==> src/pe_cntl_cfg.svh <==
`ifndef PE_CNTL_CFG_SVH
`define PE_CNTL_CFG_SVH

// output positions handled per window
`define PE_LANES 4

// filter sub-blocks per kernel pass
`define PE_KC 2

// spatial coordinate width, covers sizes up to 15
`define PE_COORD_W 4

// kernel tap index and kernel size width
`define PE_KERN_W 2

// channel and filter index or count width
`define PE_CHAN_W 3

// convolution stride width
`define PE_STRIDE_W 2

`endif

==> src/pe_cntl_pkg.sv <==
`include "pe_cntl_cfg.svh"

package pe_cntl_pkg;

    // plain vector types
    typedef logic [`PE_COORD_W-1:0]       coord_t;
    typedef logic [`PE_KERN_W-1:0]        kern_t;
    typedef logic [`PE_CHAN_W-1:0]        chan_t;
    typedef logic [$clog2(`PE_KC)-1:0]    kc_t;
    typedef logic [`PE_STRIDE_W-1:0]      stride_t;

    // one output position of a lane
    typedef struct packed {
        coord_t w;
        coord_t h;
        logic   valid;
    } pos_t;

    // all lane positions of one window, lane 0 first
    typedef struct packed {
        pos_t [`PE_LANES-1:0] lane;
    } window_t;

    // layer shape, true sizes
    typedef struct packed {
        coord_t  size_w;
        coord_t  size_h;
        kern_t   size_r;
        kern_t   size_s;
        stride_t stride;
        chan_t   num_c;
        chan_t   num_k;
    } layer_cfg_t;

    typedef enum logic [2:0] {
        ST_IDLE    = 3'd0,
        ST_STREAM  = 3'd1,
        ST_EXECUTE = 3'd2,
        ST_PPU     = 3'd3,
        ST_DONE    = 3'd4
    } pe_state_t;

    // loop position of the current compute step
    typedef struct packed {
        pe_state_t state;
        chan_t     k;
        chan_t     c;
        kc_t       kc;
        kern_t     r;
        kern_t     s;
        window_t   window;
    } pe_status_t;

endpackage

==> src/pe_cntl_top.sv <==
`timescale 1ns/100ps
`include "pe_cntl_cfg.svh"

module pe_cntl_top (
    input  logic                    clk,
    input  logic                    rst,
    input  logic                    start,
    input  pe_cntl_pkg::layer_cfg_t layer_cfg,
    input  logic                    busy,
    input  logic                    filter_done,
    input  logic                    input_done,
    input  logic                    ppu_done,
    output logic                    req_filter,
    output logic                    req_input,
    output logic                    step,
    output pe_cntl_pkg::pe_status_t status,
    output logic                    done
);

    // lane chain, entry 0 is the window base
    pe_cntl_pkg::pos_t [`PE_LANES:0] lane_pos;
    pe_cntl_pkg::pos_t               next_base;
    pe_cntl_pkg::window_t            window;
    pe_cntl_pkg::coord_t             lim_w;
    pe_cntl_pkg::coord_t             lim_h;
    pe_cntl_pkg::stride_t            stride;
    logic                            win_restart;
    logic                            win_advance;
    logic                            win_last;

    pe_sequencer u_sequencer (
        .clk         (clk),
        .rst         (rst),
        .start       (start),
        .busy        (busy),
        .filter_done (filter_done),
        .input_done  (input_done),
        .ppu_done    (ppu_done),
        .num_c       (layer_cfg.num_c),
        .num_k       (layer_cfg.num_k),
        .size_r      (layer_cfg.size_r),
        .size_s      (layer_cfg.size_s),
        .window      (window),
        .win_last    (win_last),
        .win_restart (win_restart),
        .win_advance (win_advance),
        .req_filter  (req_filter),
        .req_input   (req_input),
        .step        (step),
        .done        (done),
        .status      (status)
    );

    window_base u_window_base (
        .clk         (clk),
        .rst         (rst),
        .start       (start),
        .layer_cfg   (layer_cfg),
        .win_restart (win_restart),
        .win_advance (win_advance),
        .next_base   (next_base),
        .base        (lane_pos[0]),
        .lim_w       (lim_w),
        .lim_h       (lim_h),
        .stride      (stride)
    );

    // each lane steps one position past its predecessor
    for (genvar i = 0; i < `PE_LANES; i++) begin : g_lane
        window_lane u_lane (
            .prev   (lane_pos[i]),
            .lim_w  (lim_w),
            .lim_h  (lim_h),
            .stride (stride),
            .next   (lane_pos[i+1])
        );
    end

    window_collect u_window_collect (
        .lane_pos  (lane_pos),
        .window    (window),
        .next_base (next_base),
        .win_last  (win_last)
    );

endmodule

==> src/pe_sequencer.sv <==
`timescale 1ns/100ps
`include "pe_cntl_cfg.svh"

module pe_sequencer (
    input  logic                    clk,
    input  logic                    rst,
    input  logic                    start,
    input  logic                    busy,
    input  logic                    filter_done,
    input  logic                    input_done,
    input  logic                    ppu_done,
    input  pe_cntl_pkg::chan_t      num_c,
    input  pe_cntl_pkg::chan_t      num_k,
    input  pe_cntl_pkg::kern_t      size_r,
    input  pe_cntl_pkg::kern_t      size_s,
    input  pe_cntl_pkg::window_t    window,
    input  logic                    win_last,
    output logic                    win_restart,
    output logic                    win_advance,
    output logic                    req_filter,
    output logic                    req_input,
    output logic                    step,
    output logic                    done,
    output pe_cntl_pkg::pe_status_t status
);

    pe_cntl_pkg::pe_state_t state;
    pe_cntl_pkg::pe_state_t nx_state;
    pe_cntl_pkg::chan_t     k;
    pe_cntl_pkg::chan_t     nx_k;
    pe_cntl_pkg::chan_t     c;
    pe_cntl_pkg::chan_t     nx_c;
    pe_cntl_pkg::kc_t       kc;
    pe_cntl_pkg::kc_t       nx_kc;
    pe_cntl_pkg::kern_t     r;
    pe_cntl_pkg::kern_t     nx_r;
    pe_cntl_pkg::kern_t     s;
    pe_cntl_pkg::kern_t     nx_s;

    // layer bounds captured at start
    pe_cntl_pkg::chan_t     reg_num_c;
    pe_cntl_pkg::chan_t     reg_num_k;
    pe_cntl_pkg::kern_t     reg_size_r;
    pe_cntl_pkg::kern_t     reg_size_s;

    logic filter_seen;
    logic input_seen;
    logic ppu_seen;
    logic filter_hit;
    logic input_hit;
    logic ppu_hit;
    logic load_cfg;
    logic s_last;
    logic r_last;
    logic kc_last;
    logic c_last;
    logic k_last;

    // a finish pulse counts in the cycle it arrives
    assign filter_hit = filter_seen | filter_done;
    assign input_hit  = input_seen | input_done;
    assign ppu_hit    = ppu_seen | ppu_done;

    assign load_cfg = start && (state == pe_cntl_pkg::ST_IDLE || state == pe_cntl_pkg::ST_DONE);

    assign s_last  = (s == reg_size_s - 1'b1);
    assign r_last  = (r == reg_size_r - 1'b1);
    assign kc_last = (kc == pe_cntl_pkg::kc_t'(`PE_KC - 1));
    assign c_last  = (c == reg_num_c - 1'b1);
    assign k_last  = (k == reg_num_k - 1'b1);

    // busy is the only stall
    assign step       = (state == pe_cntl_pkg::ST_EXECUTE) && !busy;
    assign req_input  = (state == pe_cntl_pkg::ST_STREAM);
    assign req_filter = (state == pe_cntl_pkg::ST_STREAM) ||
                        (state == pe_cntl_pkg::ST_PPU && !filter_seen);
    assign done       = (state == pe_cntl_pkg::ST_DONE);

    always_comb begin
        status.state  = state;
        status.k      = k;
        status.c      = c;
        status.kc     = kc;
        status.r      = r;
        status.s      = s;
        status.window = window;
    end

    always_comb begin
        nx_state    = state;
        nx_k        = k;
        nx_c        = c;
        nx_kc       = kc;
        nx_r        = r;
        nx_s        = s;
        win_restart = 1'b0;
        win_advance = 1'b0;
        case (state)
            pe_cntl_pkg::ST_IDLE, pe_cntl_pkg::ST_DONE: begin
                if (start) begin
                    nx_state = pe_cntl_pkg::ST_STREAM;
                    nx_k     = '0;
                end
            end
            pe_cntl_pkg::ST_STREAM: begin
                if (filter_hit && input_hit) begin
                    nx_state    = pe_cntl_pkg::ST_EXECUTE;
                    nx_c        = '0;
                    nx_kc       = '0;
                    nx_r        = '0;
                    nx_s        = '0;
                    win_restart = 1'b1;
                end
            end
            pe_cntl_pkg::ST_EXECUTE: begin
                // s fastest, then r, kc, window, channel
                if (step) begin
                    if (!s_last) begin
                        nx_s = s + 1'b1;
                    end else begin
                        nx_s = '0;
                        if (!r_last) begin
                            nx_r = r + 1'b1;
                        end else begin
                            nx_r = '0;
                            if (!kc_last) begin
                                nx_kc = kc + 1'b1;
                            end else begin
                                nx_kc = '0;
                                if (!win_last) begin
                                    win_advance = 1'b1;
                                end else begin
                                    win_restart = 1'b1;
                                    if (!c_last) begin
                                        nx_c = c + 1'b1;
                                    end else begin
                                        // k keeps the finished filter
                                        nx_state = pe_cntl_pkg::ST_PPU;
                                    end
                                end
                            end
                        end
                    end
                end
            end
            pe_cntl_pkg::ST_PPU: begin
                if (filter_hit && ppu_hit) begin
                    if (k_last) begin
                        nx_state = pe_cntl_pkg::ST_DONE;
                    end else begin
                        nx_state    = pe_cntl_pkg::ST_EXECUTE;
                        nx_k        = k + 1'b1;
                        nx_c        = '0;
                        win_restart = 1'b1;
                    end
                end
            end
            default: begin
                nx_state = pe_cntl_pkg::ST_IDLE;
            end
        endcase
    end

    always_ff @(posedge clk) begin
        if (rst) begin
            state       <= pe_cntl_pkg::ST_IDLE;
            k           <= '0;
            c           <= '0;
            kc          <= '0;
            r           <= '0;
            s           <= '0;
            filter_seen <= 1'b0;
            input_seen  <= 1'b0;
            ppu_seen    <= 1'b0;
        end else begin
            state <= nx_state;
            k     <= nx_k;
            c     <= nx_c;
            kc    <= nx_kc;
            r     <= nx_r;
            s     <= nx_s;
            // finish flags live for one phase only
            if (nx_state != state) begin
                filter_seen <= 1'b0;
                input_seen  <= 1'b0;
                ppu_seen    <= 1'b0;
            end else begin
                if (state == pe_cntl_pkg::ST_STREAM || state == pe_cntl_pkg::ST_PPU) begin
                    filter_seen <= filter_hit;
                end
                if (state == pe_cntl_pkg::ST_STREAM) begin
                    input_seen <= input_hit;
                end
                if (state == pe_cntl_pkg::ST_PPU) begin
                    ppu_seen <= ppu_hit;
                end
            end
        end
    end

    always_ff @(posedge clk) begin
        if (load_cfg) begin
            reg_num_c  <= num_c;
            reg_num_k  <= num_k;
            reg_size_r <= size_r;
            reg_size_s <= size_s;
        end
    end

endmodule

==> src/window_base.sv <==
`timescale 1ns/100ps

module window_base (
    input  logic                    clk,
    input  logic                    rst,
    input  logic                    start,
    input  pe_cntl_pkg::layer_cfg_t layer_cfg,
    input  logic                    win_restart,
    input  logic                    win_advance,
    input  pe_cntl_pkg::pos_t       next_base,
    output pe_cntl_pkg::pos_t       base,
    output pe_cntl_pkg::coord_t     lim_w,
    output pe_cntl_pkg::coord_t     lim_h,
    output pe_cntl_pkg::stride_t    stride
);

    // first position of the current window
    always_ff @(posedge clk) begin
        if (rst) begin
            base <= '0;
        end else if (win_restart) begin
            base.w     <= '0;
            base.h     <= '0;
            base.valid <= 1'b1;
        end else if (win_advance) begin
            base <= next_base;
        end
    end

    // last legal output coordinate along each axis
    always_ff @(posedge clk) begin
        if (start) begin
            lim_w  <= layer_cfg.size_w - layer_cfg.size_r;
            lim_h  <= layer_cfg.size_h - layer_cfg.size_s;
            stride <= layer_cfg.stride;
        end
    end

endmodule

==> src/window_collect.sv <==
`timescale 1ns/100ps
`include "pe_cntl_cfg.svh"

module window_collect (
    input  pe_cntl_pkg::pos_t [`PE_LANES:0] lane_pos,
    output pe_cntl_pkg::window_t            window,
    output pe_cntl_pkg::pos_t               next_base,
    output logic                            win_last
);

    // lanes 0 .. PE_LANES-1 form the window
    always_comb begin
        for (int i = 0; i < `PE_LANES; i++) begin
            window.lane[i] = lane_pos[i];
        end
    end

    // the carry lane seeds the following window
    assign next_base = lane_pos[`PE_LANES];

    // no position left after this window
    assign win_last = !next_base.valid;

endmodule

==> src/window_lane.sv <==
`timescale 1ns/100ps
`include "pe_cntl_cfg.svh"

module window_lane (
    input  pe_cntl_pkg::pos_t    prev,
    input  pe_cntl_pkg::coord_t  lim_w,
    input  pe_cntl_pkg::coord_t  lim_h,
    input  pe_cntl_pkg::stride_t stride,
    output pe_cntl_pkg::pos_t    next
);

    // one extra bit so the sum cannot wrap past the limit
    logic [`PE_COORD_W:0] h_step;
    logic [`PE_COORD_W:0] w_step;
    logic                 h_fits;
    logic                 w_fits;

    assign h_step = {1'b0, prev.h} + {{(`PE_COORD_W + 1 - `PE_STRIDE_W){1'b0}}, stride};
    assign w_step = {1'b0, prev.w} + {{(`PE_COORD_W + 1 - `PE_STRIDE_W){1'b0}}, stride};
    assign h_fits = (h_step <= {1'b0, lim_h});
    assign w_fits = (w_step <= {1'b0, lim_w});

    // h moves first, then wrap to the next column
    always_comb begin
        next = '0;
        if (prev.valid) begin
            if (h_fits) begin
                next.w     = prev.w;
                next.h     = h_step[`PE_COORD_W-1:0];
                next.valid = 1'b1;
            end else if (w_fits) begin
                next.w     = w_step[`PE_COORD_W-1:0];
                next.h     = '0;
                next.valid = 1'b1;
            end
        end
    end

endmodule
==> config.mk <==
export PLATFORM = sky130hd
export DESIGN_NAME = pe_cntl_top
export DESIGN_NICKNAME = d
export VERILOG_FILES = /design/src/pe_cntl_pkg.sv /design/src/pe_cntl_top.sv /design/src/pe_sequencer.sv /design/src/window_base.sv /design/src/window_collect.sv /design/src/window_lane.sv
export VERILOG_INCLUDE_DIRS = /design/src
export SDC_FILE = /design/constraint.sdc
export NUM_CORES = 1
export LEC_CHECK = 0
export ABC_AREA = 1
export ABC_CLOCK_PERIOD_IN_PS = 11900
export BUFFER_PORTS_ARGS = -buffer_cell sky130_fd_sc_hd__buf_2
export CORE_ASPECT_RATIO = 1.25
export CORE_MARGIN = 5
export CORE_UTILIZATION = 50
export DETAILED_ROUTE_END_ITERATION = 16
export GPL_ROUTABILITY_DRIVEN = 0
export PLACE_DENSITY = 0.8
export SLEW_MARGIN = 20
export SYNTH_ARGS = -nofsm -noshare
export SYNTH_HDL_FRONTEND = slang
export SYNTH_SLANG_ARGS = --single-unit
export TNS_END_PERCENT = 20
==> constraint.sdc <==
create_clock -name clk -period 11.9 [get_ports clk]
set_input_delay 1.785 -clock clk [delete_from_list [all_inputs] [get_ports clk]]
set_output_delay 1.785 -clock clk [all_outputs]
set_load 0.005 [all_outputs]
Yosys cells after proc, flatten, opt, wreduce, memory -nomap -nowiden

Cells that the tools add are included.

Bits in registers: 46
Input port bits: 27

Mux-type cells: 68
Add/sub/neg operators: 19
Bitwise operators: 3
Reduce and logical (&&, ||, !) cells: 23
Eq/ne operators: 19
$lt $le $gt $ge: 8

Operators by type and width:

| cell                                              | number |
|---|---|
| 2-to-1 mux 9 bit                                  | 12 |
| 2-to-1 mux 3 bit                                  | 22 |
| adder 4 x 2 -> 5 bit                              | 8 |
| less-or-equal comparator 5 x 4 -> 1 bit           | 8 |
| 2-to-1 mux 1 bit                                  | 21 |
| 2-to-1 mux 2 bit                                  | 6 |
| case mux 3 bit (4 select lines)                   | 1 |
| != test 2 x 1 -> 1 bit (second input constant)    | 5 |
| != test 2 bit (second input constant)             | 5 |
| AND reduction 10 bit                              | 1 |
| case mux 3 bit (3 select lines)                   | 1 |
| case mux 2 bit (2 select lines)                   | 2 |
| AND reduction 4 bit                               | 2 |
| subtractor 4 x 2 -> 4 bit                         | 2 |
| adder 3 x 1 -> 3 bit (second input constant)      | 2 |
| == test 3 x 2 -> 1 bit (second input constant)    | 2 |
| == test 3 bit                                     | 2 |
| case mux 3 bit (2 select lines)                   | 1 |
| nonzero test 2 bit                                | 3 |
| OR reduction 2 bit                                | 3 |
| subtractor 3 x 1 -> 3 bit (second input constant) | 2 |
| logical AND 1 bit                                 | 5 |
| AND reduction 5 bit                               | 1 |
| adder 2 x 1 -> 2 bit (second input constant)      | 2 |
| other kinds (14)                                  | 21 |

Logic depth before layout (Yosys ltp)

Word-level depth: 28
Depth in mapped cells: 68
Mapped depth without buffers: 68

By module

Synthesis repeated with hierarchy kept, for this count alone.

Cell total of the unflattened synthesis: 771
Area total of the unflattened synthesis: 5340.1 um^2

By module, submodules not included:

| module                             | area each (um^2) | cells each | seq. area each (um^2) | times used |
|---|---|---|---|---|
| pe_sequencer                       | 1929.4           | 265        | 640.6                 | 1 |
| window_lane (g_lane[0].u_lane ...) | 565.5            | 96         | 0.0                   | 3 |
| window_base                        | 843.3            | 87         | 480.5                 | 1 |
| window_lane (g_lane[1].u_lane)     | 529.3            | 85         | 0.0                   | 1 |
| window_collect                     | 341.6            | 46         | 0.0                   | 1 |

Least setup slack after synthesis

Ideal clock, no wire load.

Path kind: register to register
Start point: register u_window_base.stride[1]
End point: register u_window_base.base[7] (netlist bit)
Arrival: 8654 ps
Buffers on the path: 1
Period minus slack after synthesis: 8771 ps
Path slack: 3129 ps
Data required time: 11783 ps
Cell stages (with the launch flop): 54
Path through: edfxtp_1 -> ha_1 -> nand2_1 -> inv_1 -> o21ai_1 -> xnor2_1 -> ha_1 -> nand2_1 -> inv_2 -> nand2_1 -> nand2_1 -> nand2_2 -> nand3_4 -> nor2_1 -> ha_1 -> a21oi_1 -> nor3_2 -> xor2_1 -> [... 18 more ...] -> nor2_1 -> ha_1 -> fa_1 -> xor2_1 -> inv_1 -> ha_1 -> a21oi_1 -> o21ai_0 -> a21oi_1 -> a41o_1 -> and2_1 -> buf_6 -> clkinv_8 -> or2_2 -> nand3_1 -> nand2_1 -> o21ai_1 -> nor2_1

RTL lines:

| element                | line              | text |
|---|---|---|
| from (decl)            | window_base.sv:14 | `output pe_cntl_pkg::stride_t stride` |
| from (signal assigned) | window_base.sv:35 | `stride <= layer_cfg.stride;` |
| to (signal assigned)   | window_base.sv:26 | `base <= next_base;` |
| to (decl)              | window_base.sv:11 | `output pe_cntl_pkg::pos_t base,` |

Final worst setup path

Start point: register u_window_base.stride[1]
End point: register u_window_base.base[3] (netlist bit)

Word-level cells in the longest chain between the ends: 27

Ends and longest elaborated chain:

| element                                 | line                | text |
|---|---|---|
| adder 4 x 2 -> 5 bit                    | window_lane.sv:19   | `` assign w_step = {1'b0, prev.w} + {{(`PE_COORD_W + 1 - `PE_STRIDE_W){1'b0}}, stride}; `` |
| less-or-equal comparator 5 x 4 -> 1 bit | window_lane.sv:21   | `assign w_fits = (w_step <= {1'b0, lim_w});` |
| 2-to-1 mux 9 bit                        | window_lane.sv:31   | `end else if (w_fits) begin` |
| 2-to-1 mux 9 bit                        | window_lane.sv:27   | `if (h_fits) begin` |
| 2-to-1 mux 9 bit                        | window_lane.sv:26   | `if (prev.valid) begin` |
| adder 4 x 2 -> 5 bit                    | window_lane.sv:19   |  |
| less-or-equal comparator 5 x 4 -> 1 bit | window_lane.sv:21   |  |
| 2-to-1 mux 9 bit                        | window_lane.sv:31   |  |
| [... 11 more ...]                       | -                   |  |
| 2-to-1 mux 9 bit (*)                    | window_lane.sv:26   |  |
| 2-to-1 mux 1 bit                        | pe_sequencer.sv:130 | `if (!win_last) begin` |
| 2-to-1 mux 1 bit                        | pe_sequencer.sv:126 | `if (!kc_last) begin` |
| 2-to-1 mux 1 bit                        | pe_sequencer.sv:122 | `if (!r_last) begin` |
| 2-to-1 mux 1 bit                        | pe_sequencer.sv:118 | `if (!s_last) begin` |
| 2-to-1 mux 1 bit                        | pe_sequencer.sv:117 | `if (step) begin` |
| case mux 1 bit (3 select lines)         | pe_sequencer.sv:98  | `case (state)` |
| OR reduction 2 bit (no source line)     | -                   |  |

Mark *: on every way between the ends. The rest lies on a longest branch, timed or not.
A chain may end at the register's enable or synchronous reset.

==> flow_summary.rst <==
.. list-table::
   :header-rows: 1

   * - Metric
     - Value
   * - Outcome
     - completed
   * - Actual transition at the worst max-transition pin
     - ~0.72 ns
   * - Placeable core area
     - between 0.008 and 0.009 mm2
   * - Overall die area
     - roughly 0.011 mm2
   * - Critical Path Most Common Cell
     - sky130_fd_sc_hd__ha_1
   * - CTS clk-pin slew, worst paths
     - roughly 0.080 ns
   * - Vias in the first global route
     - about 4.1k
   * - Final count of hold timing violations
     - 0
   * - Number of fillers in the final layout
     - between 800 and 900
   * - # Max-Cap Violations
     - 0
   * - Layout overhead on the synthesized area
     - 13.9%
   * - Most common cell after layout, fill and taps aside
     - sky130_fd_sc_hd__nand2_1
   * - Hold buffers post-CTS
     - 0
   * - Leakage power
     - ~2.7 nW
   * - Final period utilization
     - 0.835
   * - CP Data Required Time
     - around 12 ns
   * - Share of post-route cells with drive strength above 1
     - 0.233
   * - Net count after synthesis
     - around 650
   * - HPWL after detailed placement
     - just over 9000 um
   * - Initial antenna violation count
     - 0
   * - Total number of vias
     - a little over 4k
   * - Placed inst area
     - 0.00495 mm2
   * - Net count, final
     - 737
   * - Async set-or-reset flop fraction in the synthesized netlist
     - 0
   * - Kind of critical path
     - reg -> reg
   * - Worst-path maximum fanout
     - 14
   * - Worst reg-to-reg setup slack
     - approximately 2.0 ns
   * - Post-CTS repair timing setup buffer count
     - 0
   * - Register bit total from synthesis
     - 46
   * - Max Fclk
     - 0.101 GHz
   * - Worst max-slew margin expressed relative to the limit
     - 0.523
   * - Aggregate negative setup slack
     - 0 ns
   * - Io pins
     - between 80 and 90
   * - Maximum number of pins on one net before global-route repair
     - 15
   * - Maximum level of the CTS H-tree
     - 2
   * - Finished layout cell area
     - roughly 0.0050 mm2
   * - GRT Total Usage
     - 0.207
   * - CP Data Arrival Time
     - around 10 ns
   * - Layout Skew
     - between 0.005 and 0.006 ns
   * - Wire length of the first global-routing pass
     - about 18000 um
   * - Start point of the critical path
     - u_window_base.stride[1]
   * - Min-Delay Startpoint
     - u_sequencer.input_seen
   * - Post-cts resize count
     - 0
   * - Sort of element at the end of the critical path
     - flip-flop
   * - Nature of the critical path startpoint
     - flip-flop
   * - Count of nets left with antenna violations after detail routing
     - 0
   * - TritonCTS buffer count
     - 5
   * - Tmin final
     - between 9 and 10 ns
   * - TritonCTS sink count
     - 46
   * - Initial drt markers
     - between 150 and 200
   * - Startpoint of the worst-slack reg-to-reg timing path
     - u_window_base.stride[1]
   * - Post-synth EDFFs
     - 20
   * - Per-cell routed wire length
     - 14.3 um
   * - Number of distinct library cells after synthesis
     - 49
   * - CTS tree
     - done
   * - Final Slew Violations
     - 0
   * - Clock latency at the later pin of the worst-skew pair
     - 0.29 ns
   * - Die outline width
     - around 94 um
   * - DRC violation count after routing
     - 0
   * - Endpoints failing setup
     - 0
   * - Synth Area per Inst
     - 7.86 um2
   * - Top library cells by usage in the layout, fill and taps aside
     - sky130_fd_sc_hd__nand2_1, sky130_fd_sc_hd__inv_1, sky130_fd_sc_hd__buf_2, sky130_fd_sc_hd__ha_1, sky130_fd_sc_hd__nor2_1
   * - Diodes inserted
     - 0
   * - Number of input and output port buffers inserted
     - 80
   * - Worst voltage drop across the vdd grid
     - between 70 and 80 uV
   * - Via count normalized by instance count
     - ~5.3
   * - Clock Root Buffer
     - sky130_fd_sc_hd__clkbuf_8
   * - Flip-flop cell with the highest count after synthesis
     - sky130_fd_sc_hd__dfxtp_1
   * - Initial cell density of the core
     - 0.511
   * - Die span in y
     - approximately 120 um
   * - Synth warnings
     - 0
   * - Global route overflow
     - 0
   * - RSZ-0062 raised after global routing
     - false
   * - Final wirelength
     - between 10000 and 15000 um
   * - Power per cell area
     - roughly 93 mW/mm2
   * - Synthesized cell area
     - 0.00442 mm2
   * - Biggest cell delay along the critical path
     - 0.82 ns
   * - Number of standard-cell rows in the floorplan
     - 38
   * - Instance count of the mapped netlist
     - about 560
   * - Detailed Routing Iterations Pass 1
     - 4
   * - Type of the worst min-delay path
     - reg -> reg
   * - Portion of the post-synthesis area used by sequential elements
     - 0.253
   * - Clock Path Buffers
     - 2
   * - Worst path slowest cell
     - sky130_fd_sc_hd__edfxtp_1
cell type report:
| cell class | count | area [um2] | share of cell area |
|---|---|---|---|
| multi-input cells | 406 | 2860 | 0.567 |
| flip-flops and latches | 46 | 1120 | 0.223 |
| inverters | 108 | 424 | 0.0842 |
| repair buffers | 80 | 400 | 0.0795 |
| well taps | 120 | 150 | 0.0298 |
| clock buffers | 6 | 72.6 | 0.0144 |
| clock inverters | 2 | 13.8 | 0.00273 |
registers in the layout, summed over array words and instances (netlist names), 3 cells and up:
register               flops
u_window_base.base         9
u_window_base.lim_h        4
u_sequencer.reg_num_c      3
u_sequencer.c              3
u_sequencer.k              3
u_window_base.lim_w        4
u_sequencer.reg_num_k      3
u_sequencer.state          3
critical path, delay by kind of cell, from the launching register on:
family                     cells  cell delay [ns]
xor gates and xnor gates       3             0.65
DFF                            1             0.82
adders and majority gates     10             3.30
and+or+nand+nor               19             2.40
AOI/OAI and AO/OA             13             1.95
buffers and inverters          8             0.67
where the power goes:
group	switching, mW	internal, mW	leakage, nW
Clock	0.0487	0.0414	0.0452
Sequential	0.00875	0.176	0.404
Combinational	0.123	0.0710	2.28
logic make-up after synthesis:
logic type	count (synthesis)	share of synthesized area
AND/OR/NAND/NOR	238	0.300
AO/OA/AOI/OAI	81	0.106
flip-flops	46	0.253
adder cells (fa/ha/maj)	63	0.190
XOR/XNOR	24	0.0492
buffers and inverters	111	0.101
Yosys cell counts (all sizes together) (2+ instances only):
cell type / count / area, um2
or2: 2 / 12.5
a41o: 2 / 20.0
buf: 2 / 18.8
o21ai: 27 / 135
ha: 56 / 701
xor2: 14 / 130
nand4: 6 / 37.5
xnor2: 10 / 87.6
dfxtp: 26 / 521
clkinv: 2 / 21.3
nand3: 41 / 320
fa: 7 / 140
nor3: 8 / 45.0
nor2: 59 / 277
nand2: 118 / 609
a21oi: 38 / 209
inv: 106 / 403
a22oi: 3 / 22.5
a211oi: 2 / 15.0
edfxtp: 20 / 601
o211ai: 3 / 22.5
nor4: 2 / 12.5
routing by layer:
| layer | vias to the layer above | GRT usage | routed length, um | share of wire |
|---|---|---|---|---|
| met3 | 28 | 0.0255 | 518 | 0.047 |
| met2 | 128 | 0.400 | 5910 | 0.54 |
| li1 | 2003 | - | - | - |
| met5 | - | 0 | 0 | 0 |
| met1 | 1895 | 0.220 | 4190 | 0.38 |
| met4 | 0 | 0.0906 | 344 | 0.031 |
final timing paths:
| kind | endpoint | cells past startpoint |
|---|---|---|
| setup / recovery | u_window_base.base[3] | 53 |
| hold / removal | u_sequencer.input_seen | 2 |
| setup reg to reg | u_window_base.base[3] | 53 |
| hold reg to reg | u_sequencer.input_seen | 2 |
metrics by stage:
| stage | hold WS [ns] | util | cells | power (mW) | setup slack [ns] |
|---|---|---|---|---|---|
| after floorplan | 0.453 | - | 563 | 0.330 | 3.13 |
| after global placement | 0.474 | 0.572 | 760 | 0.371 | 2.48 |
| after detailed placement | 0.504 | 0.572 | 760 | 0.381 | 2.06 |
| after CTS | 0.524 | 0.582 | 768 | 0.472 | 2.02 |
| final | 0.509 | 0.582 | 768 | 0.468 | 1.97 |
| after global routing | 0.549 | 0.582 | 768 | 0.503 | 1.19 |
Power figures use the tool's default switching activity.
